--- config.mk ---
export PLATFORM = sky130hd
export DESIGN_NAME = cache_top
export DESIGN_NICKNAME = d
export VERILOG_FILES = /design/src/hw/cache_ctrl_pkg.sv /design/src/hw/cache_pkg.sv /design/src/hw/cache_if.sv /design/src/hw/cache_top.sv /design/src/hw/cache_control.sv /design/src/hw/cache_back_end.sv /design/src/hw/cache_memory.sv /design/src/hw/cache_front_end.sv
export SDC_FILE = /design/constraint.sdc
export NUM_CORES = 2
export LEC_CHECK = 0
export BUFFER_PORTS_ARGS = -buffer_cell sky130_fd_sc_hd__buf_2
export CELL_PAD_IN_SITES_DETAIL_PLACEMENT = 2
export CELL_PAD_IN_SITES_GLOBAL_PLACEMENT = 2
export CORE_MARGIN = 5
export CORE_UTILIZATION = 39
export DETAILED_ROUTE_END_ITERATION = 16
export GPL_TIMING_DRIVEN = 0
export PLACE_DENSITY = 0.64
export SETUP_SLACK_MARGIN = 0.05
export SLEW_MARGIN = 20
export SYNTH_ARGS = -nofsm -noshare
export SYNTH_HDL_FRONTEND = slang
export SYNTH_HIERARCHICAL = 1
export SYNTH_SLANG_ARGS = --single-unit
--- constraint.sdc ---
create_clock -name clk -period 9.1 [get_ports clk]
set_input_delay 1.82 -clock clk [delete_from_list [all_inputs] [get_ports clk]]
set_output_delay 1.82 -clock clk [all_outputs]
set_load 0.01 [all_outputs]
--- src/hw/cache_ctrl_pkg.sv ---
`default_nettype none

package cache_ctrl_pkg;

   localparam int CTRL_ADDR_W = 4;   // Low address bits in control space
   localparam int CNT_W       = 32;

   // Control register map
   typedef enum logic [CTRL_ADDR_W-1:0] {
      READ_HIT_CNT   = 4'h0,   // Counters, read only
      READ_MISS_CNT  = 4'h1,
      WRITE_HIT_CNT  = 4'h2,
      WRITE_MISS_CNT = 4'h3,
      WTBUF_EMPTY    = 4'h4,   // Status, bit 0
      WTBUF_FULL     = 4'h5,
      INVALIDATE     = 4'h6,   // Commands, any write
      CNT_RESET      = 4'h7
   } ctrl_addr_e;

   typedef logic [CNT_W-1:0] cnt_t;

endpackage

`default_nettype wire

--- src/hw/cache_pkg.sv ---
`default_nettype none

package cache_pkg;

   // Geometry, word addressed
   localparam int ADDR_W        = 12;
   localparam int DATA_W        = 32;
   localparam int NBYTES        = DATA_W / 8;
   localparam int NLINES_W      = 4;                      // 16 lines
   localparam int WORD_OFFSET_W = 2;                      // 4 words per line
   localparam int TAG_W         = ADDR_W - NLINES_W - WORD_OFFSET_W;
   localparam int WTBUF_DEPTH_W = 2;

   localparam int NLINES      = 2 ** NLINES_W;
   localparam int NWORDS      = 2 ** WORD_OFFSET_W;
   localparam int WTBUF_DEPTH = 2 ** WTBUF_DEPTH_W;

   // Address fields, MSB to LSB: tag, index, offset
   typedef logic [ADDR_W-1:0]        addr_t;
   typedef logic [DATA_W-1:0]        data_t;
   typedef logic [NBYTES-1:0]        strb_t;
   typedef logic [TAG_W-1:0]         tag_t;
   typedef logic [NLINES_W-1:0]      index_t;
   typedef logic [WORD_OFFSET_W-1:0] offset_t;
   typedef logic [ADDR_W-WORD_OFFSET_W-1:0] line_addr_t;   // Tag and index

   // Cache memory FSM
   typedef enum logic [1:0] {
      IDLE      = 2'd0,   // Waiting for a registered request
      LOOKUP    = 2'd1,   // Tag compare, answers hits and queues writes
      FILL      = 2'd2,   // Line refill from the back end
      FILL_DONE = 2'd3    // Answers the read from the new line
   } mem_state_e;

endpackage

`default_nettype wire
--- src/hw/cache_if.sv ---
`timescale 1ns/100ps
`default_nettype none

// Registered front-end request into the cache memory
interface cache_data_if;
   import cache_pkg::*;

   logic  req;
   addr_t addr;
   data_t wdata;
   strb_t wstrb;    // All zero means read
   data_t rdata;
   logic  ack;

   modport master (output req, addr, wdata, wstrb, input rdata, ack);
   modport slave  (input req, addr, wdata, wstrb, output rdata, ack);
endinterface

// Cache memory to back end: write-through channel and line fill channel
interface cache_be_if;
   import cache_pkg::*;

   logic       write_req;
   addr_t      write_addr;
   data_t      write_wdata;
   strb_t      write_wstrb;
   logic       write_ack;      // Entry queued
   logic       fill_req;
   line_addr_t fill_addr;
   logic       fill_valid;     // One word per pulse, offset order
   data_t      fill_rdata;
   logic       wtbuf_empty;
   logic       wtbuf_full;

   modport master (output write_req, write_addr, write_wdata, write_wstrb,
                   output fill_req, fill_addr,
                   input  write_ack, fill_valid, fill_rdata, wtbuf_empty, wtbuf_full);
   modport slave  (input  write_req, write_addr, write_wdata, write_wstrb,
                   input  fill_req, fill_addr,
                   output write_ack, fill_valid, fill_rdata, wtbuf_empty, wtbuf_full);
endinterface

`default_nettype wire

--- src/hw/cache_top.sv ---
`timescale 1ns/100ps
`default_nettype none

module cache_top (
   input  logic                       clk,
   input  logic                       arst_n,
   // Front end, IOb native slave
   input  logic                       req,
   input  logic [cache_pkg::ADDR_W:0] addr,
   input  cache_pkg::data_t           wdata,
   input  cache_pkg::strb_t           wstrb,
   output cache_pkg::data_t           rdata,
   output logic                       ack,
   // Back end, IOb native master
   output logic                       mem_req,
   output cache_pkg::addr_t           mem_addr,
   output cache_pkg::data_t           mem_wdata,
   output cache_pkg::strb_t           mem_wstrb,
   input  cache_pkg::data_t           mem_rdata,
   input  logic                       mem_ack,
   // Invalidate and buffer-empty chain
   input  logic                       invalidate_in,
   output logic                       invalidate_out,
   input  logic                       wtb_empty_in,
   output logic                       wtb_empty_out
);
   import cache_pkg::*;
   import cache_ctrl_pkg::*;

   cache_data_if data_if ();
   cache_be_if   be_if ();

   logic       ctrl_req, ctrl_wr, ctrl_ack, ctrl_invalidate;
   ctrl_addr_e ctrl_addr;
   data_t      ctrl_rdata;
   logic       read_hit, read_miss, write_hit, write_miss;

   assign invalidate_out = ctrl_invalidate | invalidate_in;   // Also clears this cache
   assign wtb_empty_out  = be_if.wtbuf_empty & wtb_empty_in;

   cache_front_end front_end (
      .clk, .arst_n, .req, .addr, .wdata, .wstrb, .rdata, .ack,
      .data (data_if),
      .ctrl_req, .ctrl_addr, .ctrl_wr, .ctrl_rdata, .ctrl_ack
   );

   cache_memory memory (
      .clk, .arst_n,
      .data       (data_if),
      .be         (be_if),
      .invalidate (invalidate_out),
      .read_hit, .read_miss, .write_hit, .write_miss
   );

   cache_back_end back_end (
      .clk, .arst_n,
      .be (be_if),
      .mem_req, .mem_addr, .mem_wdata, .mem_wstrb, .mem_rdata, .mem_ack
   );

   cache_control control (
      .clk, .arst_n,
      .req         (ctrl_req),
      .addr        (ctrl_addr),
      .wr          (ctrl_wr),
      .rdata       (ctrl_rdata),
      .ack         (ctrl_ack),
      .read_hit, .read_miss, .write_hit, .write_miss,
      .wtbuf_empty (be_if.wtbuf_empty),
      .wtbuf_full  (be_if.wtbuf_full),
      .invalidate  (ctrl_invalidate)
   );

endmodule

`default_nettype wire

--- src/hw/cache_control.sv ---
`timescale 1ns/100ps
`default_nettype none

module cache_control (
   input  logic                       clk,
   input  logic                       arst_n,
   input  logic                       req,
   input  cache_ctrl_pkg::ctrl_addr_e addr,
   input  logic                       wr,
   output cache_pkg::data_t           rdata,
   output logic                       ack,
   input  logic                       read_hit,
   input  logic                       read_miss,
   input  logic                       write_hit,
   input  logic                       write_miss,
   input  logic                       wtbuf_empty,
   input  logic                       wtbuf_full,
   output logic                       invalidate
);
   import cache_pkg::*;
   import cache_ctrl_pkg::*;

   cnt_t read_hit_cnt;
   cnt_t read_miss_cnt;
   cnt_t write_hit_cnt;
   cnt_t write_miss_cnt;
   logic start;

   assign start = req && !ack;    // Request stays up during its ack cycle

   always_ff @(posedge clk or negedge arst_n) begin
      if (!arst_n) begin
         ack            <= 1'b0;
         invalidate     <= 1'b0;
         read_hit_cnt   <= '0;
         read_miss_cnt  <= '0;
         write_hit_cnt  <= '0;
         write_miss_cnt <= '0;
      end else begin
         ack        <= start;
         invalidate <= start && wr && (addr == INVALIDATE);   // Single cycle pulse
         if (start && wr && (addr == CNT_RESET)) begin
            read_hit_cnt   <= '0;
            read_miss_cnt  <= '0;
            write_hit_cnt  <= '0;
            write_miss_cnt <= '0;
         end else begin
            read_hit_cnt   <= read_hit_cnt + cnt_t'(read_hit);
            read_miss_cnt  <= read_miss_cnt + cnt_t'(read_miss);
            write_hit_cnt  <= write_hit_cnt + cnt_t'(write_hit);
            write_miss_cnt <= write_miss_cnt + cnt_t'(write_miss);
         end
      end
   end

   // Read data, don't care on writes
   always_ff @(posedge clk) begin
      if (start) begin
         case (addr)
            READ_HIT_CNT:   rdata <= read_hit_cnt;
            READ_MISS_CNT:  rdata <= read_miss_cnt;
            WRITE_HIT_CNT:  rdata <= write_hit_cnt;
            WRITE_MISS_CNT: rdata <= write_miss_cnt;
            WTBUF_EMPTY:    rdata <= {{(DATA_W-1){1'b0}}, wtbuf_empty};
            WTBUF_FULL:     rdata <= {{(DATA_W-1){1'b0}}, wtbuf_full};
            default:        rdata <= '0;
         endcase
      end
   end

endmodule

`default_nettype wire

--- src/hw/cache_back_end.sv ---
`timescale 1ns/100ps
`default_nettype none

module cache_back_end (
   input  logic              clk,
   input  logic              arst_n,
   cache_be_if.slave         be,
   output logic              mem_req,
   output cache_pkg::addr_t  mem_addr,
   output cache_pkg::data_t  mem_wdata,
   output cache_pkg::strb_t  mem_wstrb,
   input  cache_pkg::data_t  mem_rdata,
   input  logic              mem_ack
);
   import cache_pkg::*;

   typedef struct packed {
      addr_t addr;
      data_t wdata;
      strb_t wstrb;
   } wtb_entry_t;

   wtb_entry_t               wtbuf [WTBUF_DEPTH];
   logic [WTBUF_DEPTH_W:0]   wr_ptr;       // Extra bit tells full from empty
   logic [WTBUF_DEPTH_W:0]   rd_ptr;
   logic [WTBUF_DEPTH_W:0]   wtb_count;
   logic                     push;
   logic                     mem_read;
   offset_t                  fill_cnt;     // Word within the line being filled

   assign wtb_count      = wr_ptr - rd_ptr;
   assign be.wtbuf_empty = (wtb_count == '0);       // Head stays until its mem_ack
   assign be.wtbuf_full  = (wtb_count == (WTBUF_DEPTH_W+1)'(WTBUF_DEPTH));

   assign push         = be.write_req && !be.wtbuf_full;
   assign be.write_ack = push;

   assign mem_read      = (mem_wstrb == '0);
   assign be.fill_valid = mem_req && mem_ack && mem_read;
   assign be.fill_rdata = mem_rdata;

   always_ff @(posedge clk) begin
      if (push) wtbuf[wr_ptr[WTBUF_DEPTH_W-1:0]] <= '{be.write_addr, be.write_wdata,
                                                     be.write_wstrb};
   end

   always_ff @(posedge clk or negedge arst_n) begin
      if (!arst_n) begin
         wr_ptr   <= '0;
         rd_ptr   <= '0;
         mem_req  <= 1'b0;
         fill_cnt <= '0;
      end else begin
         if (push) wr_ptr <= wr_ptr + 1'b1;

         if (mem_req) begin
            if (mem_ack) begin
               mem_req <= 1'b0;
               if (mem_read) fill_cnt <= fill_cnt + 1'b1;
               else          rd_ptr   <= rd_ptr + 1'b1;   // Pop the drained write
            end
         end else if (!be.wtbuf_empty || be.fill_req) begin
            mem_req <= 1'b1;
         end
      end
   end

   // Next access, buffered writes before any fill word
   always_ff @(posedge clk) begin
      if (!mem_req) begin
         if (!be.wtbuf_empty) begin
            mem_addr  <= wtbuf[rd_ptr[WTBUF_DEPTH_W-1:0]].addr;
            mem_wdata <= wtbuf[rd_ptr[WTBUF_DEPTH_W-1:0]].wdata;
            mem_wstrb <= wtbuf[rd_ptr[WTBUF_DEPTH_W-1:0]].wstrb;
         end else begin
            mem_addr  <= {be.fill_addr, fill_cnt};
            mem_wdata <= '0;
            mem_wstrb <= '0;                                 // Read
         end
      end
   end

   // A write refused on a full buffer stays offered, unchanged, until queued
   assert property (@(posedge clk) disable iff (!arst_n)
      be.write_req && !be.write_ack |=> be.write_req && $stable(be.write_addr)
                                        && $stable(be.write_wstrb))
      else $error("Write dropped or changed while the buffer was full");

   // Memory answers only an open request
   assert property (@(posedge clk) disable iff (!arst_n) mem_ack |-> mem_req)
      else $error("mem_ack without an open mem_req");

endmodule

`default_nettype wire

--- src/hw/cache_memory.sv ---
`timescale 1ns/100ps
`default_nettype none

module cache_memory (
   input  logic         clk,
   input  logic         arst_n,
   cache_data_if.slave  data,
   cache_be_if.master   be,
   input  logic         invalidate,
   output logic         read_hit,
   output logic         read_miss,
   output logic         write_hit,
   output logic         write_miss
);
   import cache_pkg::*;

   logic [NLINES-1:0] valid_q;
   tag_t              tag_mem  [NLINES];
   data_t             data_mem [NLINES][NWORDS];

   mem_state_e state;
   offset_t    fill_cnt;     // Next word expected from the back end

   tag_t    tag;
   index_t  index;
   offset_t offset;
   logic    wr;
   logic    hit;
   logic    in_lookup;
   logic    fill_last;

   // Address split
   assign tag    = data.addr[ADDR_W-1 -: TAG_W];
   assign index  = data.addr[WORD_OFFSET_W +: NLINES_W];
   assign offset = data.addr[WORD_OFFSET_W-1:0];

   assign wr        = |data.wstrb;
   assign hit       = valid_q[index] && (tag_mem[index] == tag);
   assign in_lookup = (state == LOOKUP);
   assign fill_last = be.fill_valid && (fill_cnt == offset_t'(NWORDS - 1));

   // Write-through, every write goes to the buffer
   assign be.write_req   = in_lookup && wr;      // Held while the buffer is full
   assign be.write_addr  = data.addr;
   assign be.write_wdata = data.wdata;
   assign be.write_wstrb = data.wstrb;

   assign be.fill_req  = (state == FILL);
   assign be.fill_addr = data.addr[ADDR_W-1:WORD_OFFSET_W];

   // Event pulses, one per access
   assign read_hit   = in_lookup && !wr && hit;
   assign read_miss  = in_lookup && !wr && !hit;
   assign write_hit  = be.write_req && be.write_ack && hit;
   assign write_miss = be.write_req && be.write_ack && !hit;

   assign data.ack   = read_hit || write_hit || write_miss || (state == FILL_DONE);
   assign data.rdata = data_mem[index][offset];

   always_ff @(posedge clk or negedge arst_n) begin
      if (!arst_n) begin
         state    <= IDLE;
         fill_cnt <= '0;
         valid_q  <= '0;
      end else begin
         case (state)
            IDLE:      if (data.req) state <= LOOKUP;
            LOOKUP: begin
               if (read_miss)     state <= FILL;
               else if (data.ack) state <= IDLE;     // Writes wait here on a full buffer
            end
            FILL:      if (fill_last) state <= FILL_DONE;
            FILL_DONE: state <= IDLE;
            default:   state <= IDLE;
         endcase

         if (be.fill_valid) fill_cnt <= fill_cnt + 1'b1;   // Wraps to 0 after the line

         if (fill_last) valid_q[index] <= 1'b1;
         if (invalidate) valid_q <= '0;                     // Wins over a fill
      end
   end

   // Arrays, tags and words
   always_ff @(posedge clk) begin
      if (fill_last) tag_mem[index] <= tag;

      if (be.fill_valid) begin
         data_mem[index][fill_cnt] <= be.fill_rdata;
      end else if (write_hit) begin
         for (int b = 0; b < NBYTES; b++) begin
            if (data.wstrb[b]) data_mem[index][offset][8*b +: 8] <= data.wdata[8*b +: 8];
         end
      end
   end

   // Back end may only return words for a pending refill
   assert property (@(posedge clk) disable iff (!arst_n) be.fill_valid |-> state == FILL)
      else $error("Fill word outside of FILL state");

endmodule

`default_nettype wire

--- src/hw/cache_front_end.sv ---
`timescale 1ns/100ps
`default_nettype none

module cache_front_end (
   input  logic                      clk,
   input  logic                      arst_n,
   input  logic                      req,
   input  logic [cache_pkg::ADDR_W:0] addr,   // MSB selects control space
   input  cache_pkg::data_t          wdata,
   input  cache_pkg::strb_t          wstrb,
   output cache_pkg::data_t          rdata,
   output logic                      ack,
   cache_data_if.master              data,
   output logic                      ctrl_req,
   output cache_ctrl_pkg::ctrl_addr_e ctrl_addr,
   output logic                      ctrl_wr,
   input  cache_pkg::data_t          ctrl_rdata,
   input  logic                      ctrl_ack
);
   import cache_pkg::*;
   import cache_ctrl_pkg::*;

   logic            req_r;
   logic [ADDR_W:0] addr_r;
   data_t           wdata_r;
   strb_t           wstrb_r;
   logic            accept;
   logic            ctrl_sel;

   assign accept   = !req_r || ack;    // Idle, or current request ends this cycle
   assign ctrl_sel = addr_r[ADDR_W];

   always_ff @(posedge clk or negedge arst_n) begin
      if (!arst_n) begin
         req_r <= 1'b0;
      end else if (accept) begin
         req_r <= req;
      end
   end

   // Payload only changes when a new request is taken
   always_ff @(posedge clk) begin
      if (accept && req) begin
         addr_r  <= addr;
         wdata_r <= wdata;
         wstrb_r <= wstrb;
      end
   end

   assign data.req   = req_r && !ctrl_sel;
   assign data.addr  = addr_r[ADDR_W-1:0];
   assign data.wdata = wdata_r;
   assign data.wstrb = wstrb_r;

   assign ctrl_req  = req_r && ctrl_sel;
   assign ctrl_addr = ctrl_addr_e'(addr_r[CTRL_ADDR_W-1:0]);
   assign ctrl_wr   = |wstrb_r;

   assign ack   = data.ack | ctrl_ack;              // Only the selected side answers
   assign rdata = ctrl_sel ? ctrl_rdata : data.rdata;

   // Only one side can hold the request
   assert property (@(posedge clk) disable iff (!arst_n) !(data.ack && ctrl_ack))
      else $error("Cache memory and control acknowledged together");

endmodule

`default_nettype wire

==> summary.md <==
| Metric | Value |
|---|---|
| Fin cells | `9415` |
| Yosys reg bits | `2625` |
| Final Hold Violating Endpoints | `0` |
| Grt ovf | `0` |
| Largest net degree at the start of global routing | `75` |
| Area delta synth->final | `14.6%` |
| Lkg Pwr | `38.9 nW` |
| Distinct cells, synth | `74` |
| Synth Area in Adders | `0.224%` |
| Placed cell areas | `0.112 mm2` |
| H-tree depth | `5` |
| Worst Path Required | `7.28 ns` |
| GP Congestion | `0.829` |
| Post-DP HPWL | `260000 um` |
| Slew Viols, Final | `0` |
| Pwr dens | `273 mW/mm2` |
| Initial Util | `39.2%` |
| Hold slack | `0.490 ns` |
| Setup TNS | `0 ns` |
| Startpoint types | `flip-flop` |
| RSZ-0062 raised after global routing | `false` |
| Ys async rst share | `6.10%` |
| Xor and xnor area share after synthesis | `0.535%` |
| Initial DRC Count | `6955` |
| Router iterations before antenna repair | `5` |
| Post_cts resized | `0` |
| Core area | `0.271 mm2` |
| Number of global-route vias before repair | `60206` |
| Initial antenna violation count | `31` |
| I/O Pins | `171` |
| Syn Inst Count | `5146` |
| Syn_area_per_cell | `20.6 um2` |
| Post-synth EDFFs | `2465` |
| Slew @ Worst Pin | `1.35 ns` |
| Post-DR vias/cell | `6.13` |
| Crit. End Element | `output pin` |
| Max Cap Viol | `0` |
| Post-synthesis mux area share | `18.0%` |
| Most common cell after layout, fill and taps aside | `edfxtp_1` |
| CTS Buffer Depth | `4` |
| Synth Flop Type | `edfxtp_1` |
| GR Util All Layers | `25.6%` |
| WL/cell | `39.0 um` |
| Share of layout cells above drive strength 1 | `32.4%` |
| Clock Pin Slew Worst Setup and Hold Paths | `0.06 ns` |
| Global-route wire length before repair | `506000 um` |
| Register area share after synthesis | `73.5%` |
| Final setup violation count | `0` |
| Worst-skew pair later-pin latency | `0.94 ns` |
| Drt drc | `0` |
| Syn nets | `5252` |
| Final instance area | `0.122 mm2` |
| Critical Path Fanout Max | `10` |
| FMAX | `114 MHz` |
| TritonCTS clock tree | `yes` |
| Cts hold-fix bufs | `0` |
| Largest family of logic cells by synthesized area | `multiplexers` |
| Setup repair bufs after CTS | `0` |
| Minimum clock period | `8.80 ns` |
| Nets | `5723` |
| Hold Crit Class | `flip-flop to flip-flop` |
| Fin Clk Skew | `0.0532 ns` |
| Number of CTS-inserted buffers | `304` |
| Row Count | `191` |
| Worst vdd ir | `0.155 mV` |
| Synth Warn # | `6` |
| Clk sinks | `2625` |
| CTS Root Cell | `clkbuf_16` |
| Compound-cell area share of the yosys netlist | `2.03%` |
| DRT Wirelength | `367000 um` |
| Post-synthesis simple-gate area fraction | `3.60%` |
| CP arrival | `6.98 ns` |
| Status | `finished, final reports clean` |
| Via count | `57676` |
| Critical path class | `flip-flop to output pin` |
| Rel. slew slack | `10.1%` |
| Area of the mapped netlist | `0.106 mm2` |
| Die Y | `532 um` |
| Die area | `0.283 mm2` |
| DIE WIDTH | `532 um` |
| Final ANT Viol Nets | `0` |
| Placed cells | `8879` |
| PortBufs | `138` |
| Most frequent cells in the layout | `2465 x edfxtp_1, 738 x mux4_2, 313 x clkbuf_16` |
| Tcrit/Tclk final | `96.7%` |
power breakdown:
group	switching [mW]	internal, mW
Sequential	0.452	14.0
Combinational	4.43	2.81
Clock	4.84	6.78
metal layers:
layer | track usage, % | wire, um | vias to the layer above
met2 | 41.6 | 177000 | 2748
met4 | 9.08 | 14500 | 8
met5 | 0 | 49 | -
met3 | 5.78 | 30300 | 642
li1 | - | - | 22250
met1 | 34.1 | 146000 | 32028
critical path, stage by stage, from the launching register on:
cell	delay (ns)
edfxtp_1	0.52
buf_4	0.21
buf_4	0.26
buf_6	0.26
buf_6	0.21
buf_4	0.42
clkbuf_1	0.60
buf_6	0.26
clkbuf_1	0.99
mux4_2	0.46
mux4_2	0.52
mux4_2	0.73
mux2_4	0.38
buf_2	0.14
worst paths after layout:
path	from	to	slack (ns)	cells after the start
setup reg to reg	front_end/addr_r[2]	control/read_miss_cnt[15]	2.04	21
max in group asynchronous	arst_n	control/read_hit_cnt[28]	7.17	3
hold / removal	back_end/fill_cnt[1]	back_end/fill_cnt[1]	0.49	1
hold reg to reg	back_end/fill_cnt[1]	back_end/fill_cnt[1]	0.49	1
min in group asynchronous	arst_n	control/invalidate	0.71	1
setup / recovery	front_end/addr_r[3]	rdata[28]	0.30	13
area by class of cell:
cell class              instances  area (um2)
inverters                      25        93.8
flip-flops and latches       2625       78000
well taps                    3570        4470
repair buffers                165        1290
clock inverters               138        1100
fillers                     24599      149000
multi-input cells            2089       26300
clock buffers                 387        8150
plain buffers                 407        2300
diodes                          9        22.5
kinds of logic (layout without fill, tap and decap cells):
| family | after synthesis | after routing |
|---|---|---|
| compound gates | 334 | 334 |
| xor+xnor | 64 | 64 |
| fa+ha+maj | 19 | 19 |
| buf+inv | 432 | 1122 |
| flops | 2625 | 2625 |
| mux | 946 | 946 |
| other cells | 0 | 9 |
| simple gates | 726 | 726 |
synthesized netlist by cell type (all sizes together), types with 27 or more instances:
| library cell | count | area share, % |
|---|---|---|
| mux4 | 738 | 16 |
| or3 | 27 | 0.16 |
| mux2i | 35 | 0.33 |
| nor2b | 50 | 0.29 |
| nand4 | 56 | 0.39 |
| nor2 | 288 | 1.0 |
| mux2 | 173 | 2.0 |
| buf | 233 | 1.5 |
| dfrtp | 160 | 3.8 |
| a22oi | 42 | 0.30 |
| clkbuf | 174 | 0.62 |
| edfxtp | 2465 | 70 |
| a21oi | 151 | 0.71 |
| nand2 | 97 | 0.34 |
| xor2 | 40 | 0.33 |
| nand3 | 53 | 0.35 |
| o31ai | 45 | 0.32 |
| or4 | 54 | 0.38 |
stage by stage:
stage	worst slack [ns]	utilization, %	total power, mW
after global routing	0.376	44.9	34.3
after floorplan	2.33	-	18.3
after global placement	-4.89	41.1	21.5
after detailed placement	1.22	41.4	21.9
after CTS	0.177	44.9	33.5
final	0.304	44.9	33.3
registers in the layout (all words and copies together) (netlist names), 2 cells and up, named ones only:
name / flops
memory/valid_q: 16
front_end/data.wstrb: 4
memory/fill_cnt: 2
back_end/wtbuf: 192
control/write_miss_cnt: 32
back_end/mem_wstrb: 4
back_end/fill_cnt: 2
control/write_hit_cnt: 32
control/read_miss_cnt: 32
front_end/data.wdata: 32
memory/data_mem: 2048
back_end/wr_ptr: 3
memory/tag_mem: 96
back_end/mem_wdata: 32
back_end/rd_ptr: 3
back_end/mem_addr: 12
control/read_hit_cnt: 32
front_end/addr_r: 13
control/rdata: 32
(Power assumes the default switching activity.)
